### config.mk
export PLATFORM = sky130hd
export DESIGN_NAME = rv_decode_top
export DESIGN_NICKNAME = d
export VERILOG_FILES = /design/src/design/rv_decode_pkg.sv /design/src/design/pipe_stage.sv /design/src/design/imm_gen.sv /design/src/design/op_decode.sv /design/src/design/rv_decode_top.sv
export SDC_FILE = /design/constraint.sdc
export NUM_CORES = 1
export LEC_CHECK = 0
export ABC_AREA = 0
export BUFFER_PORTS_ARGS = -buffer_cell sky130_fd_sc_hd__buf_4
export CAP_MARGIN = 10
export CORE_MARGIN = 2
export CORE_UTILIZATION = 45
export CTS_CLUSTER_DIAMETER = 50
export DETAILED_ROUTE_END_ITERATION = 7
export GPL_ROUTABILITY_DRIVEN = 0
export PLACE_DENSITY = 0.68
export SETUP_SLACK_MARGIN = 0.3
export SKIP_CTS_REPAIR_TIMING = 1
export SLEW_MARGIN = 20
export SYNTH_ARGS = -nofsm -noshare
export SYNTH_HDL_FRONTEND = slang
export SYNTH_SLANG_ARGS = --single-unit
### constraint.sdc
create_clock -name clk -period 5.1 [get_ports clk]
set_input_delay 0 -clock clk [delete_from_list [all_inputs] [get_ports clk]]
set_output_delay 0 -clock clk [all_outputs]
set_load 0.01 [all_outputs]
### src/design/rv_decode_pkg.sv
`default_nettype none

package rv_decode_pkg;

	// datapath and instruction widths
	localparam int xlen = 64;
	localparam int ilen = 32;
	localparam int reg_idx_w = 5;

	// instruction field widths
	localparam int opc_w = 7;
	localparam int func3_w = 3;
	localparam int func7_w = 7;
	localparam int shamt_w = 6;

	// major opcodes
	localparam logic [opc_w-1:0] opc_op = 7'b0110011;
	localparam logic [opc_w-1:0] opc_op_32 = 7'b0111011;
	localparam logic [opc_w-1:0] opc_op_imm = 7'b0010011;
	localparam logic [opc_w-1:0] opc_op_imm_32 = 7'b0011011;
	localparam logic [opc_w-1:0] opc_load = 7'b0000011;
	localparam logic [opc_w-1:0] opc_store = 7'b0100011;
	localparam logic [opc_w-1:0] opc_branch = 7'b1100011;
	localparam logic [opc_w-1:0] opc_jal = 7'b1101111;
	localparam logic [opc_w-1:0] opc_jalr = 7'b1100111;
	localparam logic [opc_w-1:0] opc_lui = 7'b0110111;
	localparam logic [opc_w-1:0] opc_auipc = 7'b0010111;
	localparam logic [opc_w-1:0] opc_system = 7'b1110011;

	// func7 patterns for the register-register groups
	localparam logic [func7_w-1:0] func7_base = 7'b0000000;
	localparam logic [func7_w-1:0] func7_alt = 7'b0100000;
	localparam logic [func7_w-1:0] func7_muldiv = 7'b0000001;

	// the one system word that is decoded
	localparam logic [ilen-1:0] ecall_word = 32'h0000_0073;

	typedef enum logic [2:0] {
		cls_none, cls_r, cls_i, cls_s, cls_sb, cls_u, cls_uj
	} instr_class_e;

	typedef enum logic [4:0] {
		alu_none, alu_add, alu_sub, alu_sll, alu_srl, alu_sra,
		alu_xor, alu_or, alu_and, alu_less, alu_lessu, alu_equal,
		alu_neq, alu_gte, alu_gteu, alu_mul, alu_mulh, alu_mulhsu,
		alu_mulhu, alu_div, alu_divu, alu_rem, alu_remu, alu_immval,
		alu_jump
	} alu_op_e;

	typedef enum logic [1:0] {
		mem_none, mem_read, mem_write
	} mem_access_e;

	// u* sizes are the zero-extending loads
	typedef enum logic [2:0] {
		size_none, size_byte, size_half, size_word, size_double,
		size_ubyte, size_uhalf, size_uword
	} mem_size_e;

	typedef enum logic [1:0] {
		br_none, br_cond, br_uncond
	} branch_e;

	typedef struct packed {
		logic [ilen-1:0] instr;
		logic [xlen-1:0] pc;
	} fetch_t;

	typedef struct packed {
		instr_class_e cls;
		alu_op_e alu_op;
		logic reg_write;
		logic word;
		mem_access_e mem_access;
		mem_size_e mem_size;
		branch_e branch;
		logic ecall;
		logic illegal;
	} ctrl_t;

	typedef struct packed {
		logic [reg_idx_w-1:0] rd;
		logic [reg_idx_w-1:0] rs1;
		logic [reg_idx_w-1:0] rs2;
		logic [xlen-1:0] imm;
		ctrl_t ctrl;
	} decoded_t;

endpackage

`default_nettype wire

### src/design/pipe_stage.sv
`timescale 1ns/10ps
`default_nettype none

module pipe_stage #(
	parameter type payload_t = logic
) (
	input  wire logic     clk,
	input  wire logic     i_arst_n,
	input  wire logic     i_valid,
	input  payload_t      i_data,
	output logic          o_valid,
	output payload_t      o_data
);

	always_ff @(posedge clk or negedge i_arst_n) begin
		if (!i_arst_n) begin
			o_valid <= 1'b0;
		end else begin
			o_valid <= i_valid;
		end
	end

	// payload only moves with a strobe, otherwise the last record is held
	always_ff @(posedge clk or negedge i_arst_n) begin
		if (!i_arst_n) begin
			o_data <= '0;
		end else if (i_valid) begin
			o_data <= i_data;
		end
	end

	a_valid_known: assert property (
		@(posedge clk) disable iff (!i_arst_n)
		!$isunknown(o_valid)
	) else $error("pipe_stage: o_valid unknown after reset");

endmodule

`default_nettype wire

### src/design/imm_gen.sv
`timescale 1ns/10ps
`default_nettype none

module imm_gen (
	input  wire logic [rv_decode_pkg::ilen-1:0] i_instr,
	input  wire logic [rv_decode_pkg::xlen-1:0] i_pc,
	input  rv_decode_pkg::ctrl_t                i_ctrl,
	output logic [rv_decode_pkg::xlen-1:0]      o_imm
);

	logic [rv_decode_pkg::xlen-1:0] imm_i;
	logic [rv_decode_pkg::xlen-1:0] imm_s;
	logic [rv_decode_pkg::xlen-1:0] imm_sb;
	logic [rv_decode_pkg::xlen-1:0] imm_u;
	logic [rv_decode_pkg::xlen-1:0] imm_uj;
	logic [rv_decode_pkg::xlen-1:0] imm_shamt;
	logic [rv_decode_pkg::xlen-1:0] imm_base;
	logic add_pc;
	logic is_shift;

	// the five formats, all sign-extended from bit 31
	assign imm_i = {{52{i_instr[31]}}, i_instr[31:20]};
	assign imm_s = {{52{i_instr[31]}}, i_instr[31:25], i_instr[11:7]};
	assign imm_sb = {{52{i_instr[31]}}, i_instr[7], i_instr[30:25], i_instr[11:8], 1'b0};
	assign imm_u = {{32{i_instr[31]}}, i_instr[31:12], 12'b0};
	assign imm_uj = {{44{i_instr[31]}}, i_instr[19:12], i_instr[20], i_instr[30:21], 1'b0};
	assign imm_shamt = {{(rv_decode_pkg::xlen - rv_decode_pkg::shamt_w){1'b0}},
		i_instr[25:20]};

	assign is_shift = (i_ctrl.alu_op == rv_decode_pkg::alu_sll) ||
		(i_ctrl.alu_op == rv_decode_pkg::alu_srl) ||
		(i_ctrl.alu_op == rv_decode_pkg::alu_sra);

	always_comb begin
		imm_base = '0;
		add_pc = 1'b0;
		case (i_ctrl.cls)
			rv_decode_pkg::cls_i: imm_base = is_shift ? imm_shamt : imm_i;
			rv_decode_pkg::cls_s: imm_base = imm_s;
			rv_decode_pkg::cls_sb: begin
				imm_base = imm_sb;
				add_pc = 1'b1;
			end
			rv_decode_pkg::cls_uj: begin
				imm_base = imm_uj;
				add_pc = 1'b1;
			end
			rv_decode_pkg::cls_u: begin
				imm_base = imm_u;
				// opcode bit 5 is clear for auipc and set for lui
				add_pc = (i_ctrl.alu_op == rv_decode_pkg::alu_immval) && !i_instr[5];
			end
			// r type, ecall and unknown words carry no immediate
			default: imm_base = '0;
		endcase
	end

	// one adder shared by all pc-relative forms
	assign o_imm = imm_base + (add_pc ? i_pc : '0);

endmodule

`default_nettype wire

### src/design/op_decode.sv
`timescale 1ns/10ps
`default_nettype none

module op_decode (
	input  wire logic [rv_decode_pkg::ilen-1:0] i_instr,
	output rv_decode_pkg::ctrl_t                o_ctrl
);

	logic [rv_decode_pkg::opc_w-1:0] opcode;
	logic [rv_decode_pkg::func3_w-1:0] func3;
	logic [rv_decode_pkg::func7_w-1:0] func7;

	assign opcode = i_instr[6:0];
	assign func3 = i_instr[14:12];
	assign func7 = i_instr[31:25];

	always_comb begin
		o_ctrl = '0;
		case (opcode)
			rv_decode_pkg::opc_op: begin
				o_ctrl.cls = rv_decode_pkg::cls_r;
				o_ctrl.reg_write = 1'b1;
				if (func7 == rv_decode_pkg::func7_muldiv) begin
					case (func3)
						3'b000: o_ctrl.alu_op = rv_decode_pkg::alu_mul;
						3'b001: o_ctrl.alu_op = rv_decode_pkg::alu_mulh;
						3'b010: o_ctrl.alu_op = rv_decode_pkg::alu_mulhsu;
						3'b011: o_ctrl.alu_op = rv_decode_pkg::alu_mulhu;
						3'b100: o_ctrl.alu_op = rv_decode_pkg::alu_div;
						3'b101: o_ctrl.alu_op = rv_decode_pkg::alu_divu;
						3'b110: o_ctrl.alu_op = rv_decode_pkg::alu_rem;
						default: o_ctrl.alu_op = rv_decode_pkg::alu_remu;
					endcase
				end else if (func7 == rv_decode_pkg::func7_base) begin
					case (func3)
						3'b000: o_ctrl.alu_op = rv_decode_pkg::alu_add;
						3'b001: o_ctrl.alu_op = rv_decode_pkg::alu_sll;
						3'b010: o_ctrl.alu_op = rv_decode_pkg::alu_less;
						3'b011: o_ctrl.alu_op = rv_decode_pkg::alu_lessu;
						3'b100: o_ctrl.alu_op = rv_decode_pkg::alu_xor;
						3'b101: o_ctrl.alu_op = rv_decode_pkg::alu_srl;
						3'b110: o_ctrl.alu_op = rv_decode_pkg::alu_or;
						default: o_ctrl.alu_op = rv_decode_pkg::alu_and;
					endcase
				end else if (func7 == rv_decode_pkg::func7_alt) begin
					case (func3)
						3'b000: o_ctrl.alu_op = rv_decode_pkg::alu_sub;
						3'b101: o_ctrl.alu_op = rv_decode_pkg::alu_sra;
						default: o_ctrl.illegal = 1'b1;
					endcase
				end else begin
					o_ctrl.illegal = 1'b1;
				end
			end
			// word variants reuse the 64-bit ops with the word flag set
			rv_decode_pkg::opc_op_32: begin
				o_ctrl.cls = rv_decode_pkg::cls_r;
				o_ctrl.reg_write = 1'b1;
				o_ctrl.word = 1'b1;
				if (func7 == rv_decode_pkg::func7_muldiv) begin
					case (func3)
						3'b000: o_ctrl.alu_op = rv_decode_pkg::alu_mul;
						3'b100: o_ctrl.alu_op = rv_decode_pkg::alu_div;
						3'b101: o_ctrl.alu_op = rv_decode_pkg::alu_divu;
						3'b110: o_ctrl.alu_op = rv_decode_pkg::alu_rem;
						3'b111: o_ctrl.alu_op = rv_decode_pkg::alu_remu;
						default: o_ctrl.illegal = 1'b1;
					endcase
				end else if (func7 == rv_decode_pkg::func7_base) begin
					case (func3)
						3'b000: o_ctrl.alu_op = rv_decode_pkg::alu_add;
						3'b001: o_ctrl.alu_op = rv_decode_pkg::alu_sll;
						3'b101: o_ctrl.alu_op = rv_decode_pkg::alu_srl;
						default: o_ctrl.illegal = 1'b1;
					endcase
				end else if (func7 == rv_decode_pkg::func7_alt) begin
					case (func3)
						3'b000: o_ctrl.alu_op = rv_decode_pkg::alu_sub;
						3'b101: o_ctrl.alu_op = rv_decode_pkg::alu_sra;
						default: o_ctrl.illegal = 1'b1;
					endcase
				end else begin
					o_ctrl.illegal = 1'b1;
				end
			end
			rv_decode_pkg::opc_op_imm: begin
				o_ctrl.cls = rv_decode_pkg::cls_i;
				o_ctrl.reg_write = 1'b1;
				case (func3)
					3'b000: o_ctrl.alu_op = rv_decode_pkg::alu_add;
					3'b010: o_ctrl.alu_op = rv_decode_pkg::alu_less;
					3'b011: o_ctrl.alu_op = rv_decode_pkg::alu_lessu;
					3'b100: o_ctrl.alu_op = rv_decode_pkg::alu_xor;
					3'b110: o_ctrl.alu_op = rv_decode_pkg::alu_or;
					3'b111: o_ctrl.alu_op = rv_decode_pkg::alu_and;
					// six-bit shamt leaves only bits 31:26 for the func code
					3'b001: begin
						if (func7[6:1] == rv_decode_pkg::func7_base[6:1]) begin
							o_ctrl.alu_op = rv_decode_pkg::alu_sll;
						end else begin
							o_ctrl.illegal = 1'b1;
						end
					end
					default: begin
						if (func7[6:1] == rv_decode_pkg::func7_base[6:1]) begin
							o_ctrl.alu_op = rv_decode_pkg::alu_srl;
						end else if (func7[6:1] == rv_decode_pkg::func7_alt[6:1]) begin
							o_ctrl.alu_op = rv_decode_pkg::alu_sra;
						end else begin
							o_ctrl.illegal = 1'b1;
						end
					end
				endcase
			end
			rv_decode_pkg::opc_op_imm_32: begin
				o_ctrl.cls = rv_decode_pkg::cls_i;
				o_ctrl.reg_write = 1'b1;
				o_ctrl.word = 1'b1;
				case (func3)
					3'b000: o_ctrl.alu_op = rv_decode_pkg::alu_add;
					3'b001: begin
						if (func7 == rv_decode_pkg::func7_base) begin
							o_ctrl.alu_op = rv_decode_pkg::alu_sll;
						end else begin
							o_ctrl.illegal = 1'b1;
						end
					end
					3'b101: begin
						if (func7 == rv_decode_pkg::func7_base) begin
							o_ctrl.alu_op = rv_decode_pkg::alu_srl;
						end else if (func7 == rv_decode_pkg::func7_alt) begin
							o_ctrl.alu_op = rv_decode_pkg::alu_sra;
						end else begin
							o_ctrl.illegal = 1'b1;
						end
					end
					default: o_ctrl.illegal = 1'b1;
				endcase
			end
			rv_decode_pkg::opc_load: begin
				o_ctrl.cls = rv_decode_pkg::cls_i;
				o_ctrl.reg_write = 1'b1;
				o_ctrl.alu_op = rv_decode_pkg::alu_add;
				o_ctrl.mem_access = rv_decode_pkg::mem_read;
				case (func3)
					3'b000: o_ctrl.mem_size = rv_decode_pkg::size_byte;
					3'b001: o_ctrl.mem_size = rv_decode_pkg::size_half;
					3'b010: o_ctrl.mem_size = rv_decode_pkg::size_word;
					3'b011: o_ctrl.mem_size = rv_decode_pkg::size_double;
					3'b100: o_ctrl.mem_size = rv_decode_pkg::size_ubyte;
					3'b101: o_ctrl.mem_size = rv_decode_pkg::size_uhalf;
					3'b110: o_ctrl.mem_size = rv_decode_pkg::size_uword;
					default: o_ctrl.illegal = 1'b1;
				endcase
			end
			rv_decode_pkg::opc_store: begin
				o_ctrl.cls = rv_decode_pkg::cls_s;
				o_ctrl.alu_op = rv_decode_pkg::alu_add;
				o_ctrl.mem_access = rv_decode_pkg::mem_write;
				case (func3)
					3'b000: o_ctrl.mem_size = rv_decode_pkg::size_byte;
					3'b001: o_ctrl.mem_size = rv_decode_pkg::size_half;
					3'b010: o_ctrl.mem_size = rv_decode_pkg::size_word;
					3'b011: o_ctrl.mem_size = rv_decode_pkg::size_double;
					default: o_ctrl.illegal = 1'b1;
				endcase
			end
			rv_decode_pkg::opc_branch: begin
				o_ctrl.cls = rv_decode_pkg::cls_sb;
				o_ctrl.branch = rv_decode_pkg::br_cond;
				case (func3)
					3'b000: o_ctrl.alu_op = rv_decode_pkg::alu_equal;
					3'b001: o_ctrl.alu_op = rv_decode_pkg::alu_neq;
					3'b100: o_ctrl.alu_op = rv_decode_pkg::alu_less;
					3'b101: o_ctrl.alu_op = rv_decode_pkg::alu_gte;
					3'b110: o_ctrl.alu_op = rv_decode_pkg::alu_lessu;
					3'b111: o_ctrl.alu_op = rv_decode_pkg::alu_gteu;
					default: o_ctrl.illegal = 1'b1;
				endcase
			end
			rv_decode_pkg::opc_jal: begin
				o_ctrl.cls = rv_decode_pkg::cls_uj;
				o_ctrl.alu_op = rv_decode_pkg::alu_jump;
				o_ctrl.reg_write = 1'b1;
				o_ctrl.branch = rv_decode_pkg::br_uncond;
			end
			// jalr computes rs1 + imm for the target
			rv_decode_pkg::opc_jalr: begin
				o_ctrl.cls = rv_decode_pkg::cls_i;
				o_ctrl.alu_op = rv_decode_pkg::alu_add;
				o_ctrl.reg_write = 1'b1;
				o_ctrl.branch = rv_decode_pkg::br_uncond;
				o_ctrl.illegal = (func3 != 3'b000);
			end
			rv_decode_pkg::opc_lui, rv_decode_pkg::opc_auipc: begin
				o_ctrl.cls = rv_decode_pkg::cls_u;
				o_ctrl.alu_op = rv_decode_pkg::alu_immval;
				o_ctrl.reg_write = 1'b1;
			end
			// only the exact ecall word is known, the rest of the system space is not
			rv_decode_pkg::opc_system: begin
				if (i_instr == rv_decode_pkg::ecall_word) begin
					o_ctrl.ecall = 1'b1;
				end else begin
					o_ctrl.illegal = 1'b1;
				end
			end
			default: o_ctrl.illegal = 1'b1;
		endcase
	end

	// checked once the decode has settled in the time step
	always_comb begin
		a_ecall_no_write: assert final (!(o_ctrl.ecall && o_ctrl.reg_write))
			else $error("op_decode: ecall with register write");
		a_mem_class: assert final (o_ctrl.mem_access == rv_decode_pkg::mem_none ||
			o_ctrl.cls == rv_decode_pkg::cls_i || o_ctrl.cls == rv_decode_pkg::cls_s)
			else $error("op_decode: memory access outside class i or s");
	end

endmodule

`default_nettype wire

### src/design/rv_decode_top.sv
`timescale 1ns/10ps
`default_nettype none

module rv_decode_top (
	input  wire logic                clk,
	input  wire logic                i_arst_n,
	input  wire logic                i_valid,
	input  rv_decode_pkg::fetch_t    i_fetch,
	output logic                     o_valid,
	output rv_decode_pkg::decoded_t  o_dec
);

	logic fetch_valid;
	rv_decode_pkg::fetch_t fetch_q;
	rv_decode_pkg::ctrl_t ctrl;
	logic [rv_decode_pkg::xlen-1:0] imm;
	rv_decode_pkg::decoded_t dec;

	// first stage holds the raw instruction and pc
	pipe_stage #(
		.payload_t(rv_decode_pkg::fetch_t)
	) u_in_stage (
		.clk      (clk),
		.i_arst_n (i_arst_n),
		.i_valid  (i_valid),
		.i_data   (i_fetch),
		.o_valid  (fetch_valid),
		.o_data   (fetch_q)
	);

	op_decode u_op_decode (
		.i_instr (fetch_q.instr),
		.o_ctrl  (ctrl)
	);

	imm_gen u_imm_gen (
		.i_instr (fetch_q.instr),
		.i_pc    (fetch_q.pc),
		.i_ctrl  (ctrl),
		.o_imm   (imm)
	);

	// register indices come straight from the word, cleared for ecall
	assign dec.rd = ctrl.ecall ? '0 : fetch_q.instr[11:7];
	assign dec.rs1 = ctrl.ecall ? '0 : fetch_q.instr[19:15];
	assign dec.rs2 = ctrl.ecall ? '0 : fetch_q.instr[24:20];
	assign dec.imm = imm;
	assign dec.ctrl = ctrl;

	pipe_stage #(
		.payload_t(rv_decode_pkg::decoded_t)
	) u_out_stage (
		.clk      (clk),
		.i_arst_n (i_arst_n),
		.i_valid  (fetch_valid),
		.i_data   (dec),
		.o_valid  (o_valid),
		.o_data   (o_dec)
	);

endmodule

`default_nettype wire

==> out/metrics.yaml, run 1 <==
outcome: "finished with violations"
violations: "negative setup slack"
ys_ff_latch: 196
drc: 0
post-route-util: 0.668
wirelength_mm: 42.1
avgViaCountPerCell: 5.71
synth-edff-count: 0
max_slew.worst_pin.slew_ns: 1.07
worstPathArrival_ns: 5.90
clkSlewWorstSetupHoldPaths_ns: 0.08
start_util: 0.459
cp_common_cell: "buf_4"
required_ns: 5.44
synth_area_leaders: "dfrtp_1 (38%), mux2_2 (14%), ha_1 (6.6%)"
internal-power_uw: 3050
min_path_type: "input port to asynchronous set/reset pin"
die_x_um: 173
numCtsBuffers: 17
seq_area_frac_synth: 0.383
crit_fanout: 8
die_area_um2: 29800
drive_above_1_share: 0.410
fmaxAchievable_mhz: 180
p_sw_uw: 1230
globalRouteOverflowTotal: 0
ys_types: 79
io_pins: 198
maxCapViolCount: 0
crit_path_start: "u_in_stage.o_data[91]"
synthesis.area_um2: 12800
grt_pass1_wl_mm: 62.2
min_period_over_period: 1.09
hold_violations: 0
setup_viol: 39
drtIter0Drc: 883
drv_slew: 0
hpwl_mm: 29.1
path_class: "flip-flop to flip-flop"
cp-start-kind: "flip-flop"
numClockSinks: 196
power_density_nw_per_um2: 230
endpoint_kind: "flip-flop"
share_comb_of_total_power: 0.239
critPathMaxStageDelay_ns: 0.54
rows: 61
coreArea_um2: 27900
yosysMostFrequentCell: "dfrtp_1"
crit_slowest_cell: "or4_4"
p_sw_frac: 0.288
async_flop_share: 1.00
dp_slack_ns: -0.395
rsz0062_at_grt: "yes"
r2r_setup_slack_ns: -0.46
irDropWorstVdd_v: 0.000209
placement.io_buffers: 197
nets: 1947
fill_cells: 2082
track_usage: 0.259
vias: 12385
antenna_found_initial: 1
syn_area_per_cell_um2: 9.74
drtAntennaViolNets: 0
fin_skew_ns: 0.0148
cp_cell_sequence: "or4_4, buf_8, buf_4, nor4_1, buf_4, o211ai_1, a21oi_1, nor2_1, o21ai_2, buf_4, a31oi_4, a21o_1, ha_4, nand4_4, a2111o_1, a311oi_2, o31ai_1, buf_4, and2_4, o41ai_4, a21oi_4, o21bai_1, xor2_1, mux2_4"
first_global_vias: 11769
synth_top_area_cell: "dfrtp_1"
clock_latency_ns: 0.46
ys.flop_type: "dfrtp_1"
worst_slack_ns: -0.461
grt_max_degree: 115
power_leakage_uw: 0.00897
r2r_start: "u_in_stage.o_data[91]"
synth.top_cell.area_share: 0.383
tritoncts: "built"
dieHeight_um: 173
ys_top_cells_by_count: "dfrtp_1 (196), mux2_2 (160), a21oi_1 (99), nand2_1 (87), and2_1 (77)"
yosys_warnings: 0
syn_inst: 1314
htree_levels: 4
maxSlewHeadroom: 0.289
area_growth_pct: 45.5
clkPwrFrac: 0.334
cts_root_buf: "clkbuf_16"
whs_ns: 0.231
cts.path.max_buffers: 2
first_pass_iters: 7
syn-num-nets: 1482
wl_per_cell_um: 19.4
period_needed_ns: 5.56
pwr-share-seq: 0.427
area by class of cell:
| cell class | count | area, um2 | share of cell area |
|---|---|---|---|
| multi-input cells | 1011 | 8300 | 0.446 |
| flip-flops and latches | 196 | 4910 | 0.264 |
| repair buffers | 522 | 4220 | 0.227 |
| well taps | 378 | 473 | 0.0254 |
| clock buffers | 21 | 470 | 0.0253 |
| clock inverters | 8 | 126 | 0.00679 |
| inverters | 31 | 116 | 0.00625 |
| diodes | 1 | 2.50 | 0.000134 |
path summary, 6_finish.rpt:
path | end | cells past startpoint
setup / recovery | u_out_stage.o_data[76] | 24
hold / removal | u_in_stage.o_data[11] | 2
setup reg to reg | u_out_stage.o_data[76] | 24
hold reg to reg | u_out_stage.o_data[24] | 2
max in group asynchronous | u_in_stage.o_data[63] | 3
min in group clk | u_in_stage.o_data[77] | 4
state kept, by name (all words and copies together), names as in the netlist:
signal / cells
u_out_stage.o_data: 98
u_in_stage.o_valid: 1
u_in_stage.o_data: 96
u_out_stage.o_valid: 1
critical path, delay by kind of cell, from the launching register on:
family                   cells  cell delay, ns
AO/OA/AOI/OAI               11            2.30
buffers and inverters        5            0.79
adder cells (fa/ha/maj)      1            0.31
XOR/XNOR                     1            0.08
AND/OR/NAND/NOR              5            1.29
flip-flops                   1            0.39
multiplexers                 1            0.26
routing by layer:
metal / routed length [um] / up-vias / part of all wire / GRT usage
li1: - / 5738 / - / -
met1: 18000 / 5988 / 0.43 / 0.351
met2: 19900 / 521 / 0.47 / 0.407
met3: 2430 / 138 / 0.058 / 0.0451
met4: 1830 / 0 / 0.043 / 0.117
met5: 0 / - / 0 / 0
layout by cell type (no fill, tap or decap), types with 5 or more instances in the layout:
master / instances
buf_4: 414
dfrtp_1: 194
mux2_2: 158
dlygate4sd3_1: 98
nand2_1: 79
a21oi_1: 78
and2_1: 72
nor2_1: 68
a21o_1: 59
o21ai_0: 47
ha_1: 47
xnor2_1: 31
inv_1: 28
nand4_1: 20
xor2_1: 20
nand3_1: 19
ha_4: 19
a21oi_2: 18
nor3_1: 17
clkbuf_16: 17
o21bai_1: 15
o21ai_1: 13
o21ai_2: 12
nand2b_1: 11
nor4_1: 11
o211ai_1: 10
nor2b_1: 9
a31oi_1: 9
o21a_1: 7
buf_6: 7
or3_1: 6
o31ai_1: 6
and2_4: 6
a22o_1: 6
nand3b_1: 5
o22ai_1: 5
a21oi_4: 5
and3_1: 5
power by group through the flow:
stage          registers, uW  logic, uW  clock network, uW
6_report                1830       1020               1430
5_1_grt                 1850       1090               1510
4_1_cts                 1830        898               1440
3_5_place_dp            1850        894                  0
3_3_place_gp            1850        878                  0
2_1_floorplan           1840        448                  0
metrics by stage:
step | std cells | setup TNS, ns | power, uW | area [um2]
5_1_grt | 2168 | -19.77 | 4450 | 18600
2_1_floorplan | 1314 | 0 | 2290 | 12900
6_report | 2168 | -9.29 | 4280 | 18600
4_1_cts | 2040 | -8.02 | 4170 | 16600
3_3_place_gp | 2011 | -5.76 | 2730 | 16000
3_5_place_dp | 2011 | -6.66 | 2750 | 16000
kinds of logic (layout without fill, tap and decap cells):
logic type / count (synthesis) / after routing / share of synthesized area
buffers and inverters: 107 / 582 / 0.0322
XOR/XNOR: 55 / 55 / 0.0376
multiplexers: 164 / 164 / 0.144
adder cells (fa/ha/maj): 69 / 69 / 0.0681
flip-flops: 196 / 196 / 0.383
other: 0 / 1 / 0
AO/OA/AOI/OAI: 355 / 355 / 0.185
AND/OR/NAND/NOR: 368 / 368 / 0.150
No activity file was read; power rests on OpenSTA's default activity.
==> inputs of run 2 (changes only) <==
--- a/config.mk
+++ b/config.mk
@@ -11,10 +11,11 @@
 export CORE_MARGIN = 2
 export CORE_UTILIZATION = 45
 export CTS_CLUSTER_DIAMETER = 50
+export CTS_CLUSTER_SIZE = 28
 export DETAILED_ROUTE_END_ITERATION = 7
 export GPL_ROUTABILITY_DRIVEN = 0
 export PLACE_DENSITY = 0.68
-export SETUP_SLACK_MARGIN = 0.3
+export SETUP_SLACK_MARGIN = 0.02
 export SKIP_CTS_REPAIR_TIMING = 1
 export SLEW_MARGIN = 20
 export SYNTH_ARGS = -nofsm -noshare
==> out/metrics.yaml, run 2 (synthesis results as in run 1) <==
outcome: "finished with violations"
violations: "negative setup slack"
power_leakage_uw: 0.00882  # -1.7%
worstPathArrival_ns: 5.62  # -0.28 ns
crit_fanout: 10  # +2
tritoncts: "built"
critPathMaxStageDelay_ns: 0.58  # +0.04 ns
clkSlewWorstSetupHoldPaths_ns: 0.07  # about the same
pwr-share-seq: 0.439  # +0.012
antenna_found_initial: 1  # unchanged
placement.io_buffers: 197  # unchanged
die_x_um: 173  # unchanged
setup_viol: 24  # -38%
min_period_over_period: 1.03  # -0.0557
min_path_type: "input port to asynchronous set/reset pin"
r2r_start: "u_in_stage.o_data[91]"
maxSlewHeadroom: 0.355  # +0.0660
die_area_um2: 29800  # unchanged
drtIter0Drc: 946  # +7.1%
endpoint_kind: "flip-flop"
largest_reg_flops: 98  # unchanged
final_common_cell: "buf_4"
first_pass_iters: 5  # -2
max_slew.worst_pin.slew_ns: 0.967  # -0.0978 ns
share_comb_of_total_power: 0.242  # +0.003
period_needed_ns: 5.28  # -0.284 ns
area_growth_pct: 43.5
required_ns: 5.44  # about the same
hold_violations: 0  # unchanged
p_sw_uw: 1270  # +3.1%
track_usage: 0.249  # -0.0102
final_cell_mix: "buf_4 (382), dfrtp_1 (195), mux2_2 (153)"
placed_cell_area_um2: 15800  # -1.2%
nets: 1918  # -1.5%
clock_latency_ns: 0.46  # about the same
start_util: 0.459  # unchanged
cp_cell_sequence: "or4_4, nor4_4, a21boi_2, o211a_1, nand3_1, nor2_2, nor2_2, o21ai_4, a31oi_4, buf_12, a21o_1, ha_4, nand4_4, a2111o_1, a311oi_2, o31ai_2, and2_4, o41ai_4, a21oi_2, o21bai_1, xor2_1, mux2_4"
r2r_cells: 22  # -8.3%
cts_root_buf: "clkbuf_16"
wirelength_mm: 40.6  # -3.4%
rows: 61  # unchanged
first_global_vias: 11244  # -4.5%
fill_cells: 2154  # +3.5%
drv_slew: 0  # unchanged
drive_above_1_share: 0.408  # -0.00246
finalPower_uw: 4160  # -2.9%
clkPwrFrac: 0.318  # -0.016
path_class: "flip-flop to flip-flop"
numClockSinks: 196  # unchanged
dieHeight_um: 173  # unchanged
crit_slowest_cell: "or4_4"
drc: 0  # unchanged
irDropWorstVdd_v: 0.000208  # -0.82%
internal-power_uw: 2890  # -5.3%
worst_slack_ns: -0.177  # +0.284 ns
p_sw_frac: 0.306  # +0.0177
numCtsBuffers: 17  # unchanged
reg2reg_to: "u_out_stage.o_data[76]"
hpwl_mm: 28.7  # -1.6%
vias: 12128  # -2.1%
coreArea_um2: 27900  # unchanged
largest_register: "u_out_stage.o_data"
wl_per_cell_um: 19.0  # -2.2%
fmaxAchievable_mhz: 190  # +5.4%
final_area_um2: 18400  # -1.3%
r2r_setup_slack_ns: -0.18  # +0.28 ns
maxCapViolCount: 0  # unchanged
drtAntennaViolNets: 0  # unchanged
io_pins: 198  # unchanged
reg_top3: "u_out_stage.o_data: 98 flops, u_in_stage.o_data: 96 flops"
power_density_nw_per_um2: 226  # -1.6%
cp_common_cell: "nor2_2"
cp-start-kind: "flip-flop"
grt_pass1_wl_mm: 59.6  # -4.2%
htree_levels: 4  # unchanged
globalRouteOverflowTotal: 0  # unchanged
grt_max_degree: 109  # -5.2%
cts.path.max_buffers: 2  # unchanged
fin_skew_ns: 0.0166  # +0.00178 ns
rsz0062_at_grt: "yes"
avgViaCountPerCell: 5.66  # -0.89%
[run 2: stage by stage]
step | hold slack (ns) | util | setup slack (ns) | instances | setup TNS, ns
after global placement | 0.0852 | 0.569 | -0.297 | 1989 | -4.10
after CTS | -0.394 | 0.589 | -0.325 | 2021 | -6.49
after global routing | 0.159 | 0.659 | -0.414 | 2142 | -9.95
final | 0.136 | 0.659 | -0.177 | 2142 | -2.34
after detailed placement | 0.0884 | 0.569 | -0.287 | 1989 | -5.16
after floorplan | -0.296 | - | 0.0258 | 1314 | 0
[run 2: cell type report]
cell class / count / area (um2) / share of cell area
multi-input cells: 1011 / 8280 / 0.451
flip-flops and latches: 196 / 4910 / 0.267
repair buffers: 493 / 4030 / 0.219
well taps: 378 / 473 / 0.0258
clock buffers: 18 / 439 / 0.0239
clock inverters: 14 / 120 / 0.00654
inverters: 31 / 116 / 0.00634
diodes: 1 / 2.50 / 0.000136
[run 2: power groups by stage]
stage	clock (uW)	sequential, uW	combinational (uW)
after floorplan	0	1840	440
after global placement	0	1850	863
after detailed placement	0	1850	878
after CTS	1340	1820	883
after global routing	1400	1840	1080
final	1320	1830	1010
[run 2: routing by layer]
metal / vias up / wire [um] / global-route usage
met2: 446 / 20000 / 0.411
met5: - / 0 / 0
met4: 0 / 1320 / 0.0851
li1: 5666 / - / -
met3: 101 / 2030 / 0.0442
met1: 5915 / 17300 / 0.331
[run 2: how the worst max path moves through the flow]
stage | start | slack (ns) | cells after the start | to
floorplan | u_in_stage.o_data[76] | 0.03 | 23 | u_out_stage.o_data[44]
detailed placement | u_in_stage.o_data[95] | -0.29 | 21 | u_out_stage.o_data[79]
CTS | u_in_stage.o_data[95] | -0.32 | 21 | u_out_stage.o_data[79]
finish | u_in_stage.o_data[91] | -0.18 | 22 | u_out_stage.o_data[76]
global route | u_in_stage.o_data[91] | -0.41 | 22 | u_out_stage.o_data[76]
global placement | u_in_stage.o_data[95] | -0.30 | 20 | u_out_stage.o_data[44]
[run 2: worst max-delay path, delay by kind of cell, from the launching register on]
kind | cells | cell delay, ns
xor gates and xnor gates | 1 | 0.08
adders and majority gates | 1 | 0.31
muxes | 1 | 0.26
AOI/OAI and AO/OA | 11 | 2.39
buffers and inverters | 1 | 0.17
and+or+nand+nor | 7 | 1.55
DFF | 1 | 0.40
==> inputs of run 3 (changes only) <==
--- a/config.mk
+++ b/config.mk
@@ -14,7 +14,8 @@
 export CTS_CLUSTER_SIZE = 28
 export DETAILED_ROUTE_END_ITERATION = 7
 export GPL_ROUTABILITY_DRIVEN = 0
-export PLACE_DENSITY = 0.68
+export MAX_ROUTING_LAYER = met4
+export PLACE_DENSITY_LB_ADDON = 0.3
 export SETUP_SLACK_MARGIN = 0.02
 export SKIP_CTS_REPAIR_TIMING = 1
 export SLEW_MARGIN = 20
==> out/metrics.yaml, run 3 (synthesis results as in run 1) <==
drv_slew: 0  # unchanged
pwr-share-seq: 0.436  # -0.003
cp-start-kind: "flip-flop"
setup_viol: 33  # +38%
first_pass_iters: 5  # unchanged
final_cells: 2128  # -0.65%
numCtsBuffers: 17  # unchanged
r2r_setup_slack_ns: -0.41  # -0.24 ns
coreArea_um2: 27900  # unchanged
htree_levels: 4  # unchanged
fin_skew_ns: 0.0137  # -0.00285 ns
placement.io_buffers: 197  # unchanged
p_sw_frac: 0.294  # -0.0114
hold-path-endpoint: "u_in_stage.o_valid"
min_period_over_period: 1.08  # +0.0465
critPathMaxStageDelay_ns: 0.44  # -0.14 ns
power_leakage_uw: 0.00869  # -1.4%
die_x_um: 173  # unchanged
internal-power_uw: 2960  # +2.4%
clock_latency_ns: 0.45  # about the same
hold_violations: 0  # unchanged
antenna_found_initial: 3  # +2
grt_max_degree: 80  # -27%
maxCapViolCount: 0  # unchanged
numClockSinks: 196  # unchanged
min_path_type: "input port to flip-flop"
post-route-util: 0.652  # -0.00683
area_growth_pct: 42.0
cts_root_buf: "clkbuf_16"
vias: 12170  # +0.35%
required_ns: 5.44  # about the same
dieHeight_um: 173  # unchanged
drc: 0  # unchanged
largest_register: "u_out_stage.o_data"
r2r_start: "u_in_stage.o_data[76]"
grt_pass1_wl_mm: 59.9  # +0.42%
worstHoldStart: "i_valid"
largest_reg_flops: 98  # unchanged
setup_tns_ns: -6.24  # -3.90 ns
cts.path.max_buffers: 2  # unchanged
worstPathArrival_ns: 5.85  # +0.23 ns
hpwl_mm: 28.6  # -0.17%
drtIter0Drc: 916  # -3.2%
clkSlewWorstSetupHoldPaths_ns: 0.07  # about the same
clkPwrFrac: 0.323  # +0.005
die_area_um2: 29800  # unchanged
p_sw_uw: 1230  # -3.0%
reg_top3: "u_out_stage.o_data: 98 flops, u_in_stage.o_data: 96 flops"
rsz0062_at_grt: "yes"
share_comb_of_total_power: 0.241  # about the same
first_global_vias: 11367  # +1.1%
tritoncts: "built"
wirelength_mm: 40.5  # -0.41%
period_needed_ns: 5.51  # +0.237 ns
outcome: "finished with violations"
avgViaCountPerCell: 5.72  # +1.0%
max_slew.worst_pin.slew_ns: 0.980  # +0.0128 ns
globalRouteOverflowTotal: 0  # unchanged
drtAntennaViolNets: 0  # unchanged
maxSlewHeadroom: 0.346  # -0.00923
reg2reg_to: "u_out_stage.o_data[72]"
dp_slack_ns: -0.516  # -0.229 ns
fill_cells: 2163  # +0.42%
r2r_cells: 23  # +4.5%
io_pins: 198  # unchanged
post-place-cells: 1976  # -0.65%
endpoint_kind: "flip-flop"
power_density_nw_per_um2: 230  # +1.8%
finalPower_uw: 4190  # +0.78%
start_util: 0.459  # unchanged
final_cell_mix: "buf_4 (371), dfrtp_1 (195), mux2_2 (157)"
cp_common_cell: "buf_4"
wl_per_cell_um: 19.0  # +0.25%
final_common_cell: "buf_4"
worst_slack_ns: -0.413  # -0.237 ns
irDropWorstVdd_v: 0.000220  # +5.7%
path_class: "flip-flop to flip-flop"
fmaxAchievable_mhz: 181  # -4.3%
crit_slowest_cell: "dfrtp_1"
rows: 61  # unchanged
nets: 1903  # -0.78%
crit_fanout: 13  # +3
violations: "negative setup slack"
drive_above_1_share: 0.398  # -0.0100
track_usage: 0.256  # +0.00666
cp_cell_sequence: "ha_1, buf_4, or3_4, nor4_2, o21ai_0, o211a_1, a21oi_2, nor2_2, o21ai_4, a31oi_4, buf_12, a21o_1, ha_4, nand4_4, a2111o_1, a311oi_2, o31ai_2, and2_4, o41ai_4, a21oi_4, buf_4, xnor2_2, mux2_2"
min_path_cells: 1
## run 3: cell types whose count changed in the layout (fill, tap and decap cells not counted), moves of 3 or more
cell / delta
a21oi_1: +4
buf_6: -4
mux2_2: +4
nor2_1: +3
mux2_4: -4
o21ai_1: +5
nor2_2: -4
o21ai_2: -5
a21oi_2: -3
buf_4: -11
## run 3: layout make-up
class | count | area [um2] | share of cell area
repair buffers | 478 | 3880 | 0.214
inverters | 31 | 116 | 0.00640
clock inverters | 14 | 151 | 0.00833
well taps | 378 | 473 | 0.0260
diodes | 3 | 7.51 | 0.000413
multi-input cells | 1011 | 8210 | 0.452
clock buffers | 17 | 425 | 0.0234
flip-flops and latches | 196 | 4910 | 0.270
## run 3: critical path, delay by kind of cell, from the launching register on
| kind | cells | cell delay, ns |
|---|---|---|
| compound gates | 11 | 2.43 |
| xor+xnor | 1 | 0.14 |
| fa+ha+maj | 2 | 0.56 |
| buf+inv | 3 | 0.53 |
| flops | 1 | 0.44 |
| mux | 1 | 0.27 |
| simple gates | 5 | 1.02 |
## run 3: layer usage
layer / vias up / routed length (um) / global-route usage
li1: 5655 / - / -
met1: 5960 / 17300 / 0.324
met4: 0 / 1250 / 0.0816
met3: 88 / 2080 / 0.0433
met5: - / 0 / -
met2: 467 / 19900 / 0.418
## run 3: how the worst max path moves through the flow
stage,startpoint,to,slack [ns]
2_1_floorplan,u_in_stage.o_data[76],u_out_stage.o_data[44],0.03
3_3_place_gp,u_in_stage.o_data[95],u_out_stage.o_data[75],-0.25
3_5_place_dp,u_in_stage.o_data[95],u_out_stage.o_data[75],-0.52
4_1_cts,u_in_stage.o_data[95],u_out_stage.o_data[75],-0.60
5_1_grt,u_in_stage.o_data[76],u_out_stage.o_data[76],-0.57
6_report,u_in_stage.o_data[76],u_out_stage.o_data[72],-0.41
## run 3: metrics by stage
stage / hold WS, ns / instance area (um2)
6_report: 0.0596 / 18200
5_1_grt: 0.0574 / 18200
4_1_cts: -0.404 / 16300
3_5_place_dp: 0.0712 / 15700
3_3_place_gp: 0.0731 / 15700
2_1_floorplan: -0.296 / 12800
## run 3: power by group through the flow
stage          Sequential (uW)  Clock (uW)  Combinational (uW)
2_1_floorplan             1840           0                 440
3_3_place_gp              1850           0                 857
3_5_place_dp              1850           0                 874
4_1_cts                   1820        1370                 879
5_1_grt                   1840        1440                1080
6_report                  1830        1350                1010
